`src/pokey_pkg.sv`:
```
`default_nettype none

package pokey_pkg;

    // meaningful widths
    typedef logic [3:0] reg_addr_t;   // host register address
    typedef logic [7:0] reg_data_t;   // host register data
    typedef logic [7:0] freq_div_t;   // AUDFn divider
    typedef logic [3:0] volume_t;     // per channel volume
    typedef logic [5:0] mix_t;        // four volumes summed, max 60
    typedef logic [1:0] chan_sel_t;   // channel index
    typedef logic [6:0] presc_t;      // base tick prescaler, holds up to DIV_15K-1

    localparam int NUM_CHANNELS = 4;

    // interleaved map: AUDFn at even, AUDCn at odd addresses 0..7
    localparam reg_addr_t ADDR_AUDF   = 4'd0;
    localparam reg_addr_t ADDR_AUDC   = 4'd1;
    localparam reg_addr_t ADDR_AUDCTL = 4'd8;
    localparam reg_addr_t ADDR_MONSEL = 4'd9;   // 10..15 unmapped

    // nextChn cycles per base tick
    localparam int DIV_64K = 28;
    localparam int DIV_15K = 114;

    // lfsr start values, any non-zero pattern works
    localparam logic [3:0]  POLY4_SEED  = 4'b1111;
    localparam logic [4:0]  POLY5_SEED  = 5'b10101;
    localparam logic [16:0] POLY17_SEED = 17'h1ACE1;

    // host write payload
    typedef struct packed {
        reg_addr_t addr;
        reg_data_t data;
    } reg_write_t;

    // one channel's control, audc = {distortion[2:0], vol_only, volume[3:0]}
    typedef struct packed {
        freq_div_t audf;
        reg_data_t audc;
    } chan_ctrl_t;

    // one channel's result
    typedef struct packed {
        logic    audio;
        volume_t vol;
    } chan_out_t;

endpackage

`default_nettype wire

```
`src/pokey_channel.sv`:
```
`default_nettype none

module pokey_channel (
    input  wire logic            nextChn,
    input  wire logic            reset,
    input  pokey_pkg::chan_ctrl_t ctrl,
    input  wire logic            reload,
    input  wire logic            base_tick,
    input  wire logic            poly4_bit,
    input  wire logic            poly5_bit,
    input  wire logic            poly17_bit,
    output pokey_pkg::chan_out_t out
);

    pokey_pkg::freq_div_t cnt;        // down counter in base ticks
    logic                 div_pulse;  // counter wrapped this cycle
    logic [2:0]           distort;
    logic                 vol_only;
    pokey_pkg::volume_t   volume;
    logic                 gate;       // poly5 gating passes this pulse
    logic                 next_bit;   // value loaded in noise modes
    logic                 audio_q;

    // audc fields
    assign distort  = ctrl.audc[7:5];
    assign vol_only = ctrl.audc[4];
    assign volume   = ctrl.audc[3:0];

    // tick that finds zero is the divider output, a reload takes priority
    assign div_pulse = base_tick && (cnt == '0) && !reload;

    // divider, AUDF+1 ticks between pulses
    always_ff @(posedge nextChn) begin
        if (reset) begin
            cnt <= '0;
        end else if (reload) begin
            cnt <= ctrl.audf;                // fresh AUDF write
        end else if (base_tick) begin
            if (cnt == '0) begin
                cnt <= ctrl.audf;            // wrap
            end else begin
                cnt <= cnt - 1'b1;
            end
        end
    end

    // bit 7 clear means the poly5 stream masks pulses
    assign gate = distort[2] || poly5_bit;

    // bit 6 picks the noise source
    assign next_bit = distort[1] ? poly4_bit : poly17_bit;

    always_ff @(posedge nextChn) begin
        if (reset) begin
            audio_q <= 1'b0;
        end else if (div_pulse && gate) begin
            if (distort[0]) begin
                audio_q <= !audio_q;         // pure tone
            end else begin
                audio_q <= next_bit;         // noise sample
            end
        end
    end

    // volume-only holds the output high, dac level straight from volume
    always_comb begin
        out.audio = audio_q || vol_only;
        out.vol   = out.audio ? volume : '0;
    end

endmodule

`default_nettype wire

```
`src/pokey_output_select.sv`:
```
`default_nettype none

module pokey_output_select (
    input  wire logic             nextChn,
    input  wire logic             reset,
    input  pokey_pkg::chan_out_t  chans [pokey_pkg::NUM_CHANNELS],
    input  pokey_pkg::chan_sel_t  mon_sel,
    output logic                  audio_out,
    output pokey_pkg::volume_t    vol_out,
    output pokey_pkg::mix_t       mix_out
);

    pokey_pkg::mix_t      sum;  // all four gated volumes
    pokey_pkg::chan_out_t mon;  // channel picked by MONSEL

    // widen each volume before adding so the carry is kept
    always_comb begin
        sum = '0;
        for (int i = 0; i < pokey_pkg::NUM_CHANNELS; i++) begin
            sum = sum + pokey_pkg::mix_t'(chans[i].vol);
        end
    end

    assign mon = chans[mon_sel];   // 4:1 mux

    // everything out of here is one cycle behind the channels
    always_ff @(posedge nextChn) begin
        if (reset) begin
            audio_out <= 1'b0;
            vol_out   <= '0;
            mix_out   <= '0;
        end else begin
            audio_out <= mon.audio;
            vol_out   <= mon.vol;
            mix_out   <= sum;      // stands in for the analog mixer
        end
    end

endmodule

`default_nettype wire

```
`src/pokey_reg_decode.sv`:
```
`default_nettype none

module pokey_reg_decode (
    input  wire logic                                 nextChn,
    input  wire logic                                 reset,
    input  wire logic                                 wr_req,
    input  pokey_pkg::reg_write_t                     wr,
    output logic                                      wr_ack,
    output pokey_pkg::chan_ctrl_t                     chan_ctrl [pokey_pkg::NUM_CHANNELS],
    output logic [pokey_pkg::NUM_CHANNELS-1:0]        reload,
    output logic                                      base_15k,
    output pokey_pkg::chan_sel_t                      mon_sel
);

    logic                 take;      // first cycle of a new request
    logic                 is_chan;   // AUDF/AUDC half of the map
    logic                 is_audf;
    logic                 is_audc;
    pokey_pkg::chan_sel_t idx;       // channel addressed

    // ack low means idle, so req high here is a fresh write
    assign take    = wr_req && !wr_ack;

    // addr[3] clear selects the channel block, addr[2:1] the channel
    assign is_chan = (wr.addr < pokey_pkg::ADDR_AUDCTL);
    assign idx     = wr.addr[2:1];
    assign is_audf = (wr.addr[0] == pokey_pkg::ADDR_AUDF[0]);  // even address
    assign is_audc = (wr.addr[0] == pokey_pkg::ADDR_AUDC[0]);  // odd address

    // handshake flag
    always_ff @(posedge nextChn) begin
        if (reset) begin
            wr_ack <= 1'b0;
        end else if (take) begin
            wr_ack <= 1'b1;                  // high the cycle after the store
        end else if (!wr_req) begin
            wr_ack <= 1'b0;                  // host released, back to idle
        end
    end

    // register file, written on the same edge that raises ack
    always_ff @(posedge nextChn) begin
        if (reset) begin
            reload   <= '0;
            base_15k <= 1'b0;
            mon_sel  <= '0;
            for (int i = 0; i < pokey_pkg::NUM_CHANNELS; i++) begin
                chan_ctrl[i] <= '0;
            end
        end else begin
            reload <= '0;                    // one cycle pulse only
            if (take) begin
                if (is_chan) begin
                    if (is_audf) begin
                        chan_ctrl[idx].audf <= wr.data;
                        reload[idx]         <= 1'b1;   // restart that divider
                    end
                    if (is_audc) begin
                        chan_ctrl[idx].audc <= wr.data;
                    end
                end else if (wr.addr == pokey_pkg::ADDR_AUDCTL) begin
                    base_15k <= wr.data[0];  // only bit 0 is kept
                end else if (wr.addr == pokey_pkg::ADDR_MONSEL) begin
                    mon_sel  <= wr.data[1:0];
                end
                // anything else is acked and dropped
            end
        end
    end

endmodule

`default_nettype wire

```
`src/pokey_timebase.sv`:
```
`default_nettype none

module pokey_timebase (
    input  wire logic nextChn,
    input  wire logic reset,
    input  wire logic base_15k,
    output logic      base_tick,
    output logic      poly4_bit,
    output logic      poly5_bit,
    output logic      poly17_bit
);

    pokey_pkg::presc_t presc;       // cycles since last tick
    pokey_pkg::presc_t term;        // terminal count for current mode
    logic              base_15k_q;  // mode seen last cycle
    logic              mode_chg;

    logic [3:0]  poly4;
    logic [4:0]  poly5;
    logic [16:0] poly17;

    // 28 or 114 cycles per tick
    assign term = base_15k ? pokey_pkg::presc_t'(pokey_pkg::DIV_15K - 1)
                           : pokey_pkg::presc_t'(pokey_pkg::DIV_64K - 1);

    assign mode_chg = (base_15k != base_15k_q);

    // no tick in the cycle where the mode flips
    assign base_tick = (presc == term) && !mode_chg;

    always_ff @(posedge nextChn) begin
        if (reset) begin
            base_15k_q <= 1'b0;
        end else begin
            base_15k_q <= base_15k;
        end
    end

    // prescaler
    always_ff @(posedge nextChn) begin
        if (reset) begin
            presc <= '0;
        end else if (mode_chg) begin
            presc <= '0;                     // restart on AUDCTL bit 0 change
        end else if (presc == term) begin
            presc <= '0;
        end else begin
            presc <= presc + 1'b1;
        end
    end

    // fibonacci lfsrs, shift left, feedback into bit 0
    // x^4 + x^3 + 1
    always_ff @(posedge nextChn) begin
        if (reset) begin
            poly4 <= pokey_pkg::POLY4_SEED;
        end else begin
            poly4 <= {poly4[2:0], poly4[3] ^ poly4[2]};
        end
    end

    // x^5 + x^3 + 1
    always_ff @(posedge nextChn) begin
        if (reset) begin
            poly5 <= pokey_pkg::POLY5_SEED;
        end else begin
            poly5 <= {poly5[3:0], poly5[4] ^ poly5[2]};
        end
    end

    // x^17 + x^14 + 1, period 131071
    always_ff @(posedge nextChn) begin
        if (reset) begin
            poly17 <= pokey_pkg::POLY17_SEED;
        end else begin
            poly17 <= {poly17[15:0], poly17[16] ^ poly17[13]};
        end
    end

    // msb of each as the noise bit
    assign poly4_bit  = poly4[3];
    assign poly5_bit  = poly5[4];
    assign poly17_bit = poly17[16];

endmodule

`default_nettype wire

```
`src/pokey_top.sv`:
```
`default_nettype none

module pokey_top (
    input  wire logic             nextChn,
    input  wire logic             reset,
    input  wire logic             wr_req,
    input  pokey_pkg::reg_write_t wr,
    output logic                  wr_ack,
    output logic                  audio_out,
    output pokey_pkg::volume_t    vol_out,
    output pokey_pkg::mix_t       mix_out
);

    pokey_pkg::chan_ctrl_t                  chan_ctrl [pokey_pkg::NUM_CHANNELS];
    logic [pokey_pkg::NUM_CHANNELS-1:0]     reload;     // per channel AUDF write strobe
    logic                                   base_15k;
    pokey_pkg::chan_sel_t                   mon_sel;
    logic                                   base_tick;
    logic                                   poly4_bit;
    logic                                   poly5_bit;
    logic                                   poly17_bit;
    pokey_pkg::chan_out_t                   chans [pokey_pkg::NUM_CHANNELS];

    // decode
    pokey_reg_decode u_decode (
        .nextChn   (nextChn),
        .reset     (reset),
        .wr_req    (wr_req),
        .wr        (wr),
        .wr_ack    (wr_ack),
        .chan_ctrl (chan_ctrl),
        .reload    (reload),
        .base_15k  (base_15k),
        .mon_sel   (mon_sel)
    );

    // shared tick and noise sources
    pokey_timebase u_timebase (
        .nextChn    (nextChn),
        .reset      (reset),
        .base_15k   (base_15k),
        .base_tick  (base_tick),
        .poly4_bit  (poly4_bit),
        .poly5_bit  (poly5_bit),
        .poly17_bit (poly17_bit)
    );

    // four identical channels
    for (genvar g = 0; g < pokey_pkg::NUM_CHANNELS; g++) begin : g_chan
        pokey_channel u_chan (
            .nextChn    (nextChn),
            .reset      (reset),
            .ctrl       (chan_ctrl[g]),
            .reload     (reload[g]),
            .base_tick  (base_tick),
            .poly4_bit  (poly4_bit),
            .poly5_bit  (poly5_bit),
            .poly17_bit (poly17_bit),
            .out        (chans[g])
        );
    end

    // result
    pokey_output_select u_result (
        .nextChn   (nextChn),
        .reset     (reset),
        .chans     (chans),
        .mon_sel   (mon_sel),
        .audio_out (audio_out),
        .vol_out   (vol_out),
        .mix_out   (mix_out)
    );

endmodule

`default_nettype wire

```
`config.mk`:
```
export PLATFORM = sky130hd
export DESIGN_NAME = pokey_top
export DESIGN_NICKNAME = d
export VERILOG_FILES = /design/src/pokey_pkg.sv /design/src/pokey_channel.sv /design/src/pokey_output_select.sv /design/src/pokey_reg_decode.sv /design/src/pokey_timebase.sv /design/src/pokey_top.sv
export SDC_FILE = /design/constraint.sdc
export NUM_CORES = 1
export LEC_CHECK = 0
export BUFFER_PORTS_ARGS = -buffer_cell sky130_fd_sc_hd__buf_2
export CAP_MARGIN = 20
export CORE_AREA = 2 2 161 116
export CTS_CLUSTER_DIAMETER = 150
export DETAILED_ROUTE_END_ITERATION = 12
export DIE_AREA = 0 0 163 118
export HOLD_SLACK_MARGIN = 0.12
export SETUP_SLACK_MARGIN = 0.4
export SYNTH_ARGS = -nofsm -noshare
export SYNTH_HDL_FRONTEND = slang
export SYNTH_SLANG_ARGS = --single-unit
```
`constraint.sdc`:
```
create_clock -name nextChn -period 3.9 [get_ports nextChn]
set_input_delay 0.39 -clock nextChn [delete_from_list [all_inputs] [get_ports nextChn]]
set_output_delay 0.39 -clock nextChn [all_outputs]
set_load 0.02 [all_outputs]
```
## Word-level counts from Yosys, hierarchy flattened

Index checks and enable logic that the tools add are counted.

- Add/sub/neg operators: 8
- Magnitude comparators: 6
- Eq/ne operators: 5
- Muxes and demuxes: 43
- Bitwise gates (word level): 8
- Reduce and logical (&&, ||, !) cells: 47

Operator list:

| cell | number |
|---|---|
| 64-bit 2-to-1 mux | 5 |
| 64-bit bitwise mux | 2 |
| 8-bit 2-to-1 mux | 13 |
| 16-bit demux with 2-bit select | 2 |
| 8-bit logical NOT | 4 |
| 8-bit by 1-bit subtractor with 8-bit output, second input constant | 4 |
| 1-bit logical AND | 16 |
| 16-bit 2-to-1 mux | 1 |
| 4-bit 2-to-1 mux | 4 |
| 6-bit by 4-bit adder with 6-bit output | 2 |
| 1-bit 2-to-1 mux | 11 |
| 5-bit binary-select mux with 2-bit select | 1 |
| 1-bit logical NOT | 10 |
| 5-bit 2-to-1 mux | 2 |
| 4-bit == test, second input constant | 2 |
| 1-bit logical OR | 8 |
| 2-bit nonzero test | 4 |
| 7-bit by 1-bit adder with 7-bit output, second input constant | 1 |
| 7-bit == test | 1 |
| 7-bit 2-to-1 mux | 1 |
| 3-bit >= comparator, second input constant | 2 |
| 2-bit inverter with 3-bit output | 2 |
| 4-bit by 4-bit adder with 5-bit output | 1 |
| 4-bit less-than comparator, second input constant | 1 |
| 13 further kinds | 17 |

- Flip-flop bits (word level): 153
- Input bits: 15
- Output and inout port bits: 12
- Logic and storage cells: 145

## Logic depth before layout (Yosys ltp)

Gate-level depths: netlist of the first run.

- Word-level depth: 12
- Depth in mapped cells: 13
- Gate-level depth less buffers: 13

## Modules after synthesis

From an unflattened synthesis of the first run, not the netlist that was laid out.

- Cells, all modules: 760
- Area total of the unflattened synthesis: 7429.6 um2

Modules (own cells, without submodules):

| module | times used | cells each | area each (um2) | sequential area each (um2) |
|---|---|---|---|---|
| pokey_reg_decode | 1 | 258 | 2855.2 | 1441.4 |
| pokey_channel | 4 | 84 | 663.1 | 180.2 |
| pokey_timebase | 1 | 100 | 1143.6 | 680.7 |
| pokey_output_select | 1 | 66 | 778.2 | 220.2 |

## Least setup slack after synthesis of the first run

Ideal clock, no wire load.

- Path type: register -> register
- Start point: reg g_chan[0].u_chan.audio_q
- End point: reg u_result.mix_out[5]
- Setup time: 0.128 ns
- Data arrival time: 2.702 ns
- Data required time: 3.772 ns
- Slack: 1.071 ns
- Stages on the path, launching flop included: 13
- Path buffers: 0
- Period minus slack after synthesis: 2.829 ns
- Path through: dfxtp_1 nor2_1 nor2b_1 ha_1 inv_1 fa_1 fa_1 inv_1 ha_1 fa_1 a21o_1 a21oi_1 nor2_1

- Longest elaborated chain between the ends: 5

Ends and longest elaborated chain:

| what | RTL line | text |
|---|---|---|
| start: declaration | pokey_channel.sv:22 | `logic audio_q;` |
| start signal: assignment | pokey_channel.sv:58 | `audio_q <= !audio_q;` |
| start signal: assignment | pokey_channel.sv:60 | `audio_q <= next_bit;` |
| 1-bit logical OR | pokey_channel.sv:67 | `out.audio = audio_q \|\| vol_only;` |
| 4-bit 2-to-1 mux | pokey_channel.sv:68 | `out.vol = out.audio ? volume : '0;` |
| 4-bit by 4-bit adder with 5-bit output | pokey_output_select.sv:20 | `sum = sum + pokey_pkg::mix_t'(chans[i].vol);` |
| 6-bit by 4-bit adder with 6-bit output (2 in a row) | pokey_output_select.sv:20 |  |
| end signal: assignment | pokey_output_select.sv:35 | `mix_out <= sum;` |
| end: declaration | pokey_output_select.sv:10 | `output pokey_pkg::mix_t mix_out` |

Every way passes these cells.
A chain may end at the register's enable or synchronous reset.

## Worst setup path after layout of the first run

Ends and elaborated chain as after synthesis.

==> impl_results.md, run 1 <==
* Outcome: finished, final reports clean
* Fmax at 326 MHz
* Cells on worst reg2reg path at 12
* Crit path capture type: flip-flop
* Final GP Congestion at 0.815
* Setup Fix Bufs, Post-CTS at 0
* Nets at 849
* GRT Util Overall at 0.179
* Combinational group share of total power at 0.037
* Worst EP arrival at 3370 ps
* RSZ-0062 raised after global routing: false
* Min Tclk post-route at 3070 ps
* Post-Syn Nets at 846
* Max Clock Skew at 10.0 ps
* Peak VDD IR at 0.307 mV
* Die height at 118 µm
* Worst hold path depth at 2
* Antenna Violating Nets Remaining at 0
* Min-delay src: wr_req
* Fin. max-slew vios at 0
* Port Buffers at 26
* FP Rows at 41
* Vias in the first global route at 5,047
* Internal power at 2.56 mW
* Antenna diode count at 0
* Initial antenna violation count at 0
* CORE AREA at 17,700 µm²
* Pin count of the biggest net entering global routing at 55
* DRT iter0 DRCs at 575
* Via density at 5.32
* Setup TNS at 0 ps
* Cell area after placement at 7410 µm²
* Net Sw Power at 0.825 mW
* P&R area growth vs syn at 12.3%
* Clock buffer depth at 2
* Die area at 19,200 µm²
* Setup Viol. Count Final at 0
* Mapped cell area at 7130 µm²
* Horiz. Die Dim at 163 µm
* Final worst-path cycle share at 0.787
* Reg2reg start: g_chan[0].u_chan.audio_q
* Post-CTS sizing at 0
* Clock root buffer: clkbuf_16
* I/O Pins at 27
* Dominant synthesized flop cell: dfxtp_1
* CTS tree: yes
* Reg2Reg Setup Slack at 830 ps
* Starting Density at 0.403
* Netlist cell types at 62
* Hold Path Class: primary input to flip-flop
* Maximum capacitance violations at 0
* Crit Path Max Fanout at 4
* Sequential fraction of the synthesis area at 0.430
* Clock slew at reported path FFs at 70 ps
* DP HPWL at 11.5 mm
* Clk_lat worst skew at 420 ps
* First-pass GRT wire length at 27.4 mm
* Sink Count at 153
* Drt wl/cell at 15.8 µm
* Layout fillers at 1,695
* WS Path Type: flip-flop to flip-flop
* Synthesized flop and latch total at 153
* Final Instance Area at 8000 µm²
* Pwr per Cell Area at 423 nW/µm²
* Net Sw Frac at 0.244
* Setup WS pre-CTS at 840 ps
* Worst setup SP type: flip-flop
* Total CTS buffers at 17
* Endpoints failing hold at 0
* Vias at 5,639
* Req. time, crit path at 4200 ps
* Layout cells sized above 1 at 0.119
* Yosys warns at 0
* DRC Markers at 0
* Mapped Cells at 808
* Hold EP: u_decode.wr_ack
* Average size of a mapped cell at 8.82 µm²
* Hold-fix buffers, CTS at 0
* Post-synth EDFFs at 0
* Final Worst Setup Slack at 831 ps
* Clock power frac at 0.488
* Leak at 3.14 nW
* Max-slew headroom at 0.383
* Drt total wl at 16.7 mm
* Reg-to-reg endpoint: u_result.mix_out[5]
* Synth async-reset ratio at 0
* Sequential share of power at 0.476
* Pre-antenna DRT Iters at 8
* Measured slew at the worst slew-check pin at 921 ps
* Gr ovfl total at 0
* H-tree depth at 4
-- through the flow --
stage	cells	hold slack, ps	power [mW]	utilization
CTS	1060	193	3.42	0.452
finish	1060	198	3.38	0.452
global route	1060	233	3.50	0.452
detailed placement	1028	396	1.77	0.419
floorplan	808	389	1.73	-
global placement	1028	391	1.77	0.419
-- area by class of cell --
type	instances	area (µm²)	share of cell area
Clock inverter	14	151	0.0189
Tap cell	236	295	0.0369
Timing Repair Buffer	32	178	0.0222
Multi-Input combinational cell	577	3760	0.470
Inverter	30	113	0.0141
Sequential cell	153	3060	0.383
Clock buffer	18	439	0.0549
-- registers in the layout (all words and copies together), names as in the netlist --
register / cells
u_decode.chan_ctrl: 64
g_chan.u_chan.cnt: 32
u_timebase.poly17: 17
u_timebase.presc: 7
u_result.mix_out: 6
u_timebase.poly5: 5
g_chan.u_chan.audio_q: 4
u_decode.reload: 4
u_result.vol_out: 4
u_timebase.poly4: 4
u_decode.mon_sel: 2
u_decode.base_15k: 1
u_decode.wr_ack: 1
u_result.audio_out: 1
u_timebase.base_15k_q: 1
-- critical path: stages, from the launching register on --
cell and delay [ps]:
dfxtp_1 330, nor2_1 250, nor2b_1 110, ha_1 230
inv_1 70, fa_1 430, fa_1 500, inv_1 40
ha_1 210, fa_1 410, a21o_1 190, a21oi_1 130
nor2_1 50
-- cells in the final DEF, fill, tap and decap left out, drive strengths merged, types with 3 or more instances in the layout --
cell type,Yosys,layout
nor4b,3,3
nand2b,6,6
o22ai,4,4
clkbuf,44,18
nand4b,3,3
ha,17,17
or4,3,3
dfxtp,153,153
nor2,93,93
nand4,4,4
inv,30,39
fa,6,6
and3,6,6
nand2,52,52
mux2i,54,54
xor2,8,8
nor3b,5,5
or2,16,16
a31oi,5,5
nand3,33,33
or3,4,4
a211oi,8,8
a211o,4,4
nor3,17,17
and2,5,5
o32a,3,3
o31ai,7,7
a21oi,68,68
nor2b,49,49
o211ai,9,9
a21o,9,9
or3b,3,3
nor4,10,10
mux4,3,3
o21ai,31,31
mux2,6,6
xnor2,5,5
buf,4,32
-- cells in the mapped netlist, drive strengths merged, types with 7 or more instances --
cell | number | area share
o21ai | 31 | 0.022
dfxtp | 153 | 0.43
ha | 17 | 0.030
nor4 | 10 | 0.011
mux2i | 54 | 0.078
nand2 | 52 | 0.028
nor2b | 49 | 0.043
a21o | 9 | 0.0095
nor3 | 17 | 0.013
clkbuf | 44 | 0.023
or2 | 16 | 0.014
o31ai | 7 | 0.0081
nand3 | 33 | 0.023
a211oi | 8 | 0.0084
a21oi | 68 | 0.048
inv | 30 | 0.016
nor2 | 93 | 0.049
xor2 | 8 | 0.0098
o211ai | 9 | 0.0095
-- kinds of logic after synthesis --
family / share of synthesized area
buf+inv: 0.0430
flops: 0.430
fa+ha+maj: 0.0467
mux: 0.0971
xor+xnor: 0.0160
compound gates: 0.140
simple gates: 0.228
-- layer usage --
| metal | global-route usage | routed length (µm) |
|---|---|---|
| met5 | 0 | 0 |
| met4 | 0.0514 | 200 |
| met1 | 0.284 | 8790 |
| met3 | 0.0405 | 1090 |
| met2 | 0.235 | 6650 |
-- worst max path at each step --
stage | slack [ps] | to | start | cells after the start
CTS | 830 | u_result.mix_out[5] | g_chan[0].u_chan.audio_q | 12
global route | 650 | u_result.mix_out[5] | g_chan[0].u_chan.audio_q | 12
detailed placement | 840 | u_result.mix_out[5] | g_chan[0].u_chan.audio_q | 12
finish | 830 | u_result.mix_out[5] | g_chan[0].u_chan.audio_q | 12
global placement | 880 | u_result.mix_out[5] | g_chan[0].u_chan.audio_q | 12
floorplan | 1070 | u_result.mix_out[5] | g_chan[0].u_chan.audio_q | 12
-- power groups by stage --
stage          combinational (mW)  sequential, mW  clock [mW]
6_report                    0.124            1.61        1.65
3_3_place_gp                0.125            1.64           0
2_1_floorplan              0.0893            1.64           0
4_1_cts                     0.125            1.61        1.68
5_1_grt                     0.138            1.61        1.75
3_5_place_dp                0.125            1.64           0
No activity file was read; power rests on OpenSTA's default activity.
==> run 2: changes to the inputs <==
--- a/config.mk
+++ b/config.mk
@@ -5,12 +5,13 @@
 export SDC_FILE = /design/constraint.sdc
 export NUM_CORES = 1
 export LEC_CHECK = 0
+export ABC_AREA = 1
 export BUFFER_PORTS_ARGS = -buffer_cell sky130_fd_sc_hd__buf_2
 export CAP_MARGIN = 20
-export CORE_AREA = 2 2 161 116
+export CORE_AREA = 2 2 163 117
 export CTS_CLUSTER_DIAMETER = 150
 export DETAILED_ROUTE_END_ITERATION = 12
-export DIE_AREA = 0 0 163 118
+export DIE_AREA = 0 0 165 119
 export HOLD_SLACK_MARGIN = 0.12
 export SETUP_SLACK_MARGIN = 0.4
 export SYNTH_ARGS = -nofsm -noshare
==> constraint.sdc (replaced) <==
create_clock -name nextChn -period 3 [get_ports nextChn]
set_input_delay 0.3 -clock nextChn [delete_from_list [all_inputs] [get_ports nextChn]]
set_output_delay 0.3 -clock nextChn [all_outputs]
set_load 0.02 [all_outputs]
==> impl_results.md, run 2 <==
* Gr ovfl total at 0
* I/O Pins at 27
* Cells on worst reg2reg path at 13
* Peak VDD IR at 0.305 mV
* Top reg by flops: u_decode.chan_ctrl
* Most frequent cell after synthesis: nor2_1
* Initial antenna violation count at 0
* Post-Syn Nets at 1,103
* Reg-to-reg endpoint: u_result.mix_out[4]
* Total CTS buffers at 17
* Measured slew at the worst slew-check pin at 574 ps
* CTS tree: yes
* Layout cells sized above 1 at 0.114
* Fmax at 376 MHz
* Critical Path, Cell by Cell: nor2_4 -> nor2_1 -> ha_1 -> a21oi_2 -> nand2_1 -> xnor2_2 -> fa_1 -> inv_1 -> ha_4 -> a21oi_1 -> nand2_1 -> o21ai_1 -> a21oi_1
* Starting Density at 0.399
* Nets at 1,129
* Setup TNS at 0 ps
* GRT Util Overall at 0.188
* P&R area growth vs syn at 13.9%
* Endpoints failing hold at 0
* WS Path Type: flip-flop to flip-flop
* Die height at 119 µm
* Outcome: finished, final reports clean
* Pwr per Cell Area at 549 nW/µm²
* Die area at 19,600 µm²
* Req. time, crit path at 3320 ps
* Cell area after placement at 7600 µm²
* CORE AREA at 18,300 µm²
* DRC Markers at 0
* Final GP Congestion at 0.869
* Fin. max-slew vios at 0
* Port Buffers at 26
* Final Instance Area at 8330 µm²
* Hold slack final at 219 ps
* Synth top area cells: dfxtp_1, nor2_1, nand2_1, inv_1, o21ai_0
* Pin count of the biggest net entering global routing at 62
* Yosys top cell by area: dfxtp_1
* Maximum capacitance violations at 0
* Max-slew headroom at 0.617
* Sequential fraction of the synthesis area at 0.419
* Post-synth top cells: nor2_1, nand2_1, dfxtp_1, inv_1, o21ai_0
* RSZ-0062 raised after global routing: true
* Critical Path Max Stage Delay at 480 ps
* Netlist cell types at 29
* Worst EP arrival at 2980 ps
* Min-delay src: wr[11]
* Max Clock Skew at 10.2 ps
* Drt wl/cell at 12.8 µm
* Vias at 6,328
* Hold Path Class: primary input to flip-flop
* DP HPWL at 11.7 mm
* Antenna Violating Nets Remaining at 0
* Antenna diode count at 0
* Dominant synthesized flop cell: dfxtp_1
* First-pass GRT wire length at 29.3 mm
* Final core utilization at 0.454
* Pre-antenna DRT Iters at 5
* Post-synth top area share at 0.419
* Largest register FFs at 64
* Average size of a mapped cell at 6.87 µm²
* FP Rows at 42
* Drt total wl at 17.2 mm
* Post-synth EDFFs at 0
* Regs by FF count: u_decode.chan_ctrl: 64 flops, g_chan.u_chan.cnt: 32 flops, u_timebase.poly17: 17 flops
* Worst hold path depth at 3
* H-tree depth at 4
* Hold EP: u_decode.base_15k
* Crit Path Max Fanout at 5
* Vias in the first global route at 5,855
* Most frequent cells in the layout: nor2_1, nand2_1, dfxtp_1, inv_1, o21ai_0
* Clk_lat worst skew at 440 ps
* Layout fillers at 1,875
* Mapped cell area at 7310 µm²
* Crit path capture type: flip-flop
* Min Tclk post-route at 2660 ps
* Worst setup SP type: flip-flop
* Clock buffer depth at 2
* Mapped Cells at 1,065
* Final worst-path cycle share at 0.886
* Clock root buffer: clkbuf_16
* Horiz. Die Dim at 165 µm
* Clock slew at reported path FFs at 60 ps
* Synth async-reset ratio at 0
* Reg2Reg Setup Slack at 340 ps
* Sink Count at 153
* DRT iter0 DRCs at 421
* Leak at 4.05 nW
* Reg2reg start: u_decode.chan_ctrl[36]
* Most common cell after layout, fill and taps aside: nor2_1
* Crit-path slowest cell: fa_1
* Yosys warns at 0
* Via density at 4.70
* Setup Viol. Count Final at 0
* Synthesized flop and latch total at 153
run 2: cell types whose count changed after synthesis, sizes merged, moves of 13 or more:
cell,delta
nand2,+181
nor2,+143
mux2i,-54
inv,+97
nand3,+42
o21ai,+65
buf,+13
clkbuf,-31
nor2b,-49
a21oi,-20
run 2: what timing repair did:
action / 4_1_cts / 5_1_grt
buffers inserted: 3 / 3
hold endpoints to repair: 1 / 0
resized for setup: 16 / 11
setup endpoints to repair: 4 / 4
hold buffers: 1 / 0
pin swaps: 6 / 12
run 2: worst max-delay path: cells and delay by family (launching register included):
| family | cells | cell delay [ps] |
|---|---|---|
| and+or+nand+nor | 4 | 440 |
| xor gates and xnor gates | 1 | 150 |
| adders and majority gates | 3 | 1080 |
| buffers and inverters | 1 | 70 |
| DFF | 1 | 330 |
| AOI/OAI and AO/OA | 4 | 470 |
run 2: how the worst max path moves through the flow:
| stage | to | slack [ps] | start |
|---|---|---|---|
| global placement | u_result.mix_out[5] | 230 | u_decode.chan_ctrl[36] |
| finish | u_result.mix_out[4] | 340 | u_decode.chan_ctrl[36] |
| floorplan | u_result.mix_out[3] | 400 | u_decode.chan_ctrl[52] |
| detailed placement | u_result.mix_out[3] | 220 | u_decode.chan_ctrl[36] |
| CTS | u_result.mix_out[2] | 330 | g_chan[1].u_chan.audio_q |
| global route | u_result.mix_out[4] | 220 | u_decode.chan_ctrl[36] |
run 2: final cells by class:
type | count | area [µm²] | share of cell area
Clock buffer | 20 | 457 | 0.0548
Tap cell | 242 | 303 | 0.0363
Timing Repair Buffer | 37 | 215 | 0.0258
Sequential cell | 153 | 3070 | 0.368
Clock inverter | 11 | 135 | 0.0162
Multi-Input combinational cell | 751 | 3660 | 0.439
Inverter | 131 | 492 | 0.0590
run 2: metal layers:
metal  global-route usage  routed length [µm]  part of all wire  vias to the layer above
met5                    0                   0                 0                        -
met4               0.0549                 230             0.013                        0
met3               0.0390                 731             0.043                       23
met2                0.265                6990              0.41                      101
met1                0.284                9200              0.54                     2825
li1                     -                   -                 -                     3379
run 2: cell families after synthesis:
family / share of synthesized area
flops: 0.419
buf+inv: 0.0922
compound gates: 0.0986
fa+ha+maj: 0.0455
simple gates: 0.328
xor+xnor: 0.0166
run 2: through the flow:
stage / total power, mW / instances / setup slack (ps)
after floorplan: 2.35 / 1065 / 401
after global placement: 2.44 / 1307 / 228
after detailed placement: 2.44 / 1307 / 223
after CTS: 4.61 / 1342 / 332
after global routing: 4.75 / 1345 / 225
final: 4.57 / 1345 / 341
run 2: report_power, final:
part           switching, mW  leakage [nW]  internal [mW]
clock                  0.895         0.280           1.28
combinational          0.201          2.53         0.0913
sequential            0.0260          1.24           2.08
total                   1.12          4.05           3.45
==> run 3: changes to the inputs <==
--- a/config.mk
+++ b/config.mk
@@ -8,12 +8,13 @@
 export ABC_AREA = 1
 export BUFFER_PORTS_ARGS = -buffer_cell sky130_fd_sc_hd__buf_2
 export CAP_MARGIN = 20
-export CORE_AREA = 2 2 163 117
+export CORE_AREA = 2 2 165 118
 export CTS_CLUSTER_DIAMETER = 150
 export DETAILED_ROUTE_END_ITERATION = 12
-export DIE_AREA = 0 0 165 119
+export DIE_AREA = 0 0 167 120
 export HOLD_SLACK_MARGIN = 0.12
 export SETUP_SLACK_MARGIN = 0.4
 export SYNTH_ARGS = -nofsm -noshare
 export SYNTH_HDL_FRONTEND = slang
+export SYNTH_HIERARCHICAL = 1
 export SYNTH_SLANG_ARGS = --single-unit
==> impl_results.md, run 3 <==
* P&R area growth vs syn at 13.8%
* Pwr per Cell Area at 543 nW/µm²
* Register area at 3070 µm²
* Final GP Congestion at 0.848
* Final core utilization at 0.458
* Die area at 20,000 µm²
* Outcome: finished, final reports clean
* Regs by FF count: u_decode/chan_ctrl: 64 flops, g_chan.u_chan/cnt: 32 flops, u_timebase/poly17: 17 flops
* Peak VDD IR at 0.367 mV
* Reg2reg start: u_decode/chan_ctrl[36]
* Drt wl/cell at 12.8 µm
* GRT Util Overall at 0.183
* Post-synth top cells: nor2_1, nand2_1, dfxtp_1, inv_1
* Setup TNS at 0 ps
* Hold-fix buffers, CTS at 0
* Vias at 6,359
* CTS tree: yes
* Critical Path, Cell by Cell: nor2_4 -> nor2_4 -> inv_2 -> fa_1 -> inv_1 -> fa_1 -> ha_2 -> inv_2 -> fa_2 -> inv_2 -> nand2_2 -> nand2_2 -> a21oi_2 -> nor2_1
* Leak at 3.76 nW
* Vias in the first global route at 5,845
* Cell area after placement at 7790 µm²
* Main combinational cell family by area after synthesis: simple AND/OR/NAND/NOR gates
* First-pass GRT wire length at 29.1 mm
* Setup WS pre-CTS at 314 ps
* Hold slack final at 135 ps
* Crit Path Max Fanout at 5
* Mux share of post-synthesis cell area at 0.00536
* I/O Pins at 27
* DP HPWL at 12.0 mm
* Post-synth top area share at 0.410
* Fmax at 389 MHz
* Clock buffer depth at 2
* Placed Instances at 1,304
* Hold EP: u_decode/wr_ack
* CORE AREA at 18,600 µm²
* Max Clock Skew at 5.97 ps
* WS Path Type: flip-flop to flip-flop
* Footprint of the multi-input gates at 3720 µm²
* CP top delay family: adder cells
* Mapped cell area at 7460 µm²
* CP startpoint: u_decode/chan_ctrl[36]
* Post-Synth XOR/XNOR Area at 0.0199
* Final Worst Setup Slack at 429 ps
* Req. time, crit path at 3370 ps
* Gr ovfl total at 0
* Hold Path Class: primary input to flip-flop
* Post-Syn Nets at 1,093
* Die height at 120 µm
* Antenna diode count at 0
* Yosys warns at 6
* Measured slew at the worst slew-check pin at 630 ps
* Drt total wl at 17.1 mm
* Post-synthesis simple-gate area fraction at 0.335
* Synth async-reset ratio at 0
* Crit-path most repeated cell: inv_2
* Synthesized flop and latch total at 153
* Port Buffers at 26
* Endpoints failing hold at 0
* Crit path capture type: flip-flop
* Clock root buffer: clkbuf_16
* Worst hold path depth at 3
* Largest register FFs at 64
* Post-synth EDFFs at 0
* Top reg by flops: u_decode/chan_ctrl
* Dominant synthesized flop cell: dfxtp_1
* Most frequent cell after synthesis: nor2_1
* Pre-antenna DRT Iters at 5
* Fin. max-slew vios at 0
* Final worst-path cycle share at 0.857
* Sequential fraction of the synthesis area at 0.410
* CP Buf/Inv Count at 4
* Synth top area cells: dfxtp_1, nor2_1, nand2_1, inv_1, a21oi_1
* Cells on worst reg2reg path at 14
* Initial antenna violation count at 0
* Layout Cells excl Fill at 1,341
* DRC Markers at 0
* Antenna Violating Nets Remaining at 0
* Final Instance Area at 8500 µm²
* Total CTS buffers at 17
* Sink Count at 153
* Compound-Gate Fraction of Synth Area at 0.0858
* Reg-to-reg endpoint: u_result/mix_out[5]
* Worst setup SP type: flip-flop
* Pin count of the biggest net entering global routing at 68
* Reg2Reg Setup Slack at 430 ps
* Crit-path slowest cell: fa_1
* Horiz. Die Dim at 167 µm
* DRT iter0 DRCs at 394
* Most frequent cells in the layout: nor2_1, nand2_1, dfxtp_1, inv_1, nand3_1
* Via density at 4.74
* Layout fillers at 1,916
* Min Tclk post-route at 2570 ps
* Mapped Cells at 1,056
* Starting Density at 0.402
* H-tree depth at 4
* Clk_lat worst skew at 430 ps
* Layout cells sized above 1 at 0.151
* Most common cell after layout, fill and taps aside: nor2_1
* RSZ-0062 raised after global routing: true
* Setup Viol. Count Final at 0
* Average size of a mapped cell at 7.07 µm²
* Critical Path Max Stage Delay at 540 ps
* Final Power at 4.61 mW
* Min-delay src: wr_req
* Netlist cell types at 32
* Max-slew headroom at 0.580
* FP Rows at 42
* Clock slew at reported path FFs at 70 ps
* Worst EP arrival at 2940 ps
* Yosys top cell by area: dfxtp_1
* Nets at 1,123
* Post-synthesis adder-cell area fraction at 0.0449
* Maximum capacitance violations at 0
-- run 3: cell count changes after synthesis, moves of 10 or more --
cell      previous run  this run
clkbuf_1            13         3
nor2_2               2        16
nand4_1              6        33
inv_1              123       143
nand3_1             75        47
nand2_1            223       208
o21ai_2              0        12
o21ai_0             87        42
-- run 3: final cells by class --
cell class | instances | area share
flip-flops and latches | 153 | 0.361
multi-input cells | 724 | 0.438
inverters | 155 | 0.0685
clock buffers | 17 | 0.0501
well taps | 242 | 0.0356
repair buffers | 35 | 0.0247
clock inverters | 15 | 0.0214
-- run 3: how the worst max path moves through the flow --
stage                                     end  cells after the start
after floorplan           u_result/mix_out[5]                     14
after global placement    u_result/mix_out[5]                     12
after detailed placement  u_result/mix_out[5]                     12
after CTS                 u_result/mix_out[5]                     14
after global routing      u_result/mix_out[5]                     14
final                     u_result/mix_out[5]                     14
-- run 3: per-layer routing --
metal	vias up	part of all wire	global-route usage	routed length [µm]
li1	3360	-	-	-
met1	2857	0.54	0.267	9200
met2	125	0.40	0.262	6870
met3	17	0.049	0.0402	831
met4	0	0.013	0.0668	221
met5	-	0	0	0
-- run 3: logic make-up after synthesis --
| kind of cell | count (synthesis) |
|---|---|
| buffers and inverters | 179 |
| AO/OA/AOI/OAI | 113 |
| XOR/XNOR | 17 |
| AND/OR/NAND/NOR | 568 |
| multiplexers | 4 |
| flip-flops | 153 |
| adder cells (fa/ha/maj) | 22 |
-- run 3: where the power goes --
| part | total [mW] | switching (mW) | internal (mW) |
|---|---|---|---|
| Sequential | 2.11 | 0.0297 | 2.08 |
| Clock | 2.21 | 0.946 | 1.26 |
| Combinational | 0.294 | 0.203 | 0.0903 |
| Total | 4.61 | 1.18 | 3.43 |
-- run 3: repair_timing --
action / 4_1_cts / 5_1_grt
pin swaps: 0 / 9
resized for setup: 7 / 17
buffers inserted: 0 / 5
endpoints found under the setup margin: 4 / 4
-- run 3: worst register-to-register path: stages (launching register included) --
cell,delay [ps]
dfxtp_2,350
nor2_4,60
nor2_4,100
inv_2,50
fa_1,540
inv_1,50
fa_1,480
ha_2,190
inv_2,40
fa_2,360
inv_2,60
nand2_2,50
nand2_2,70
a21oi_2,40
nor2_1,70
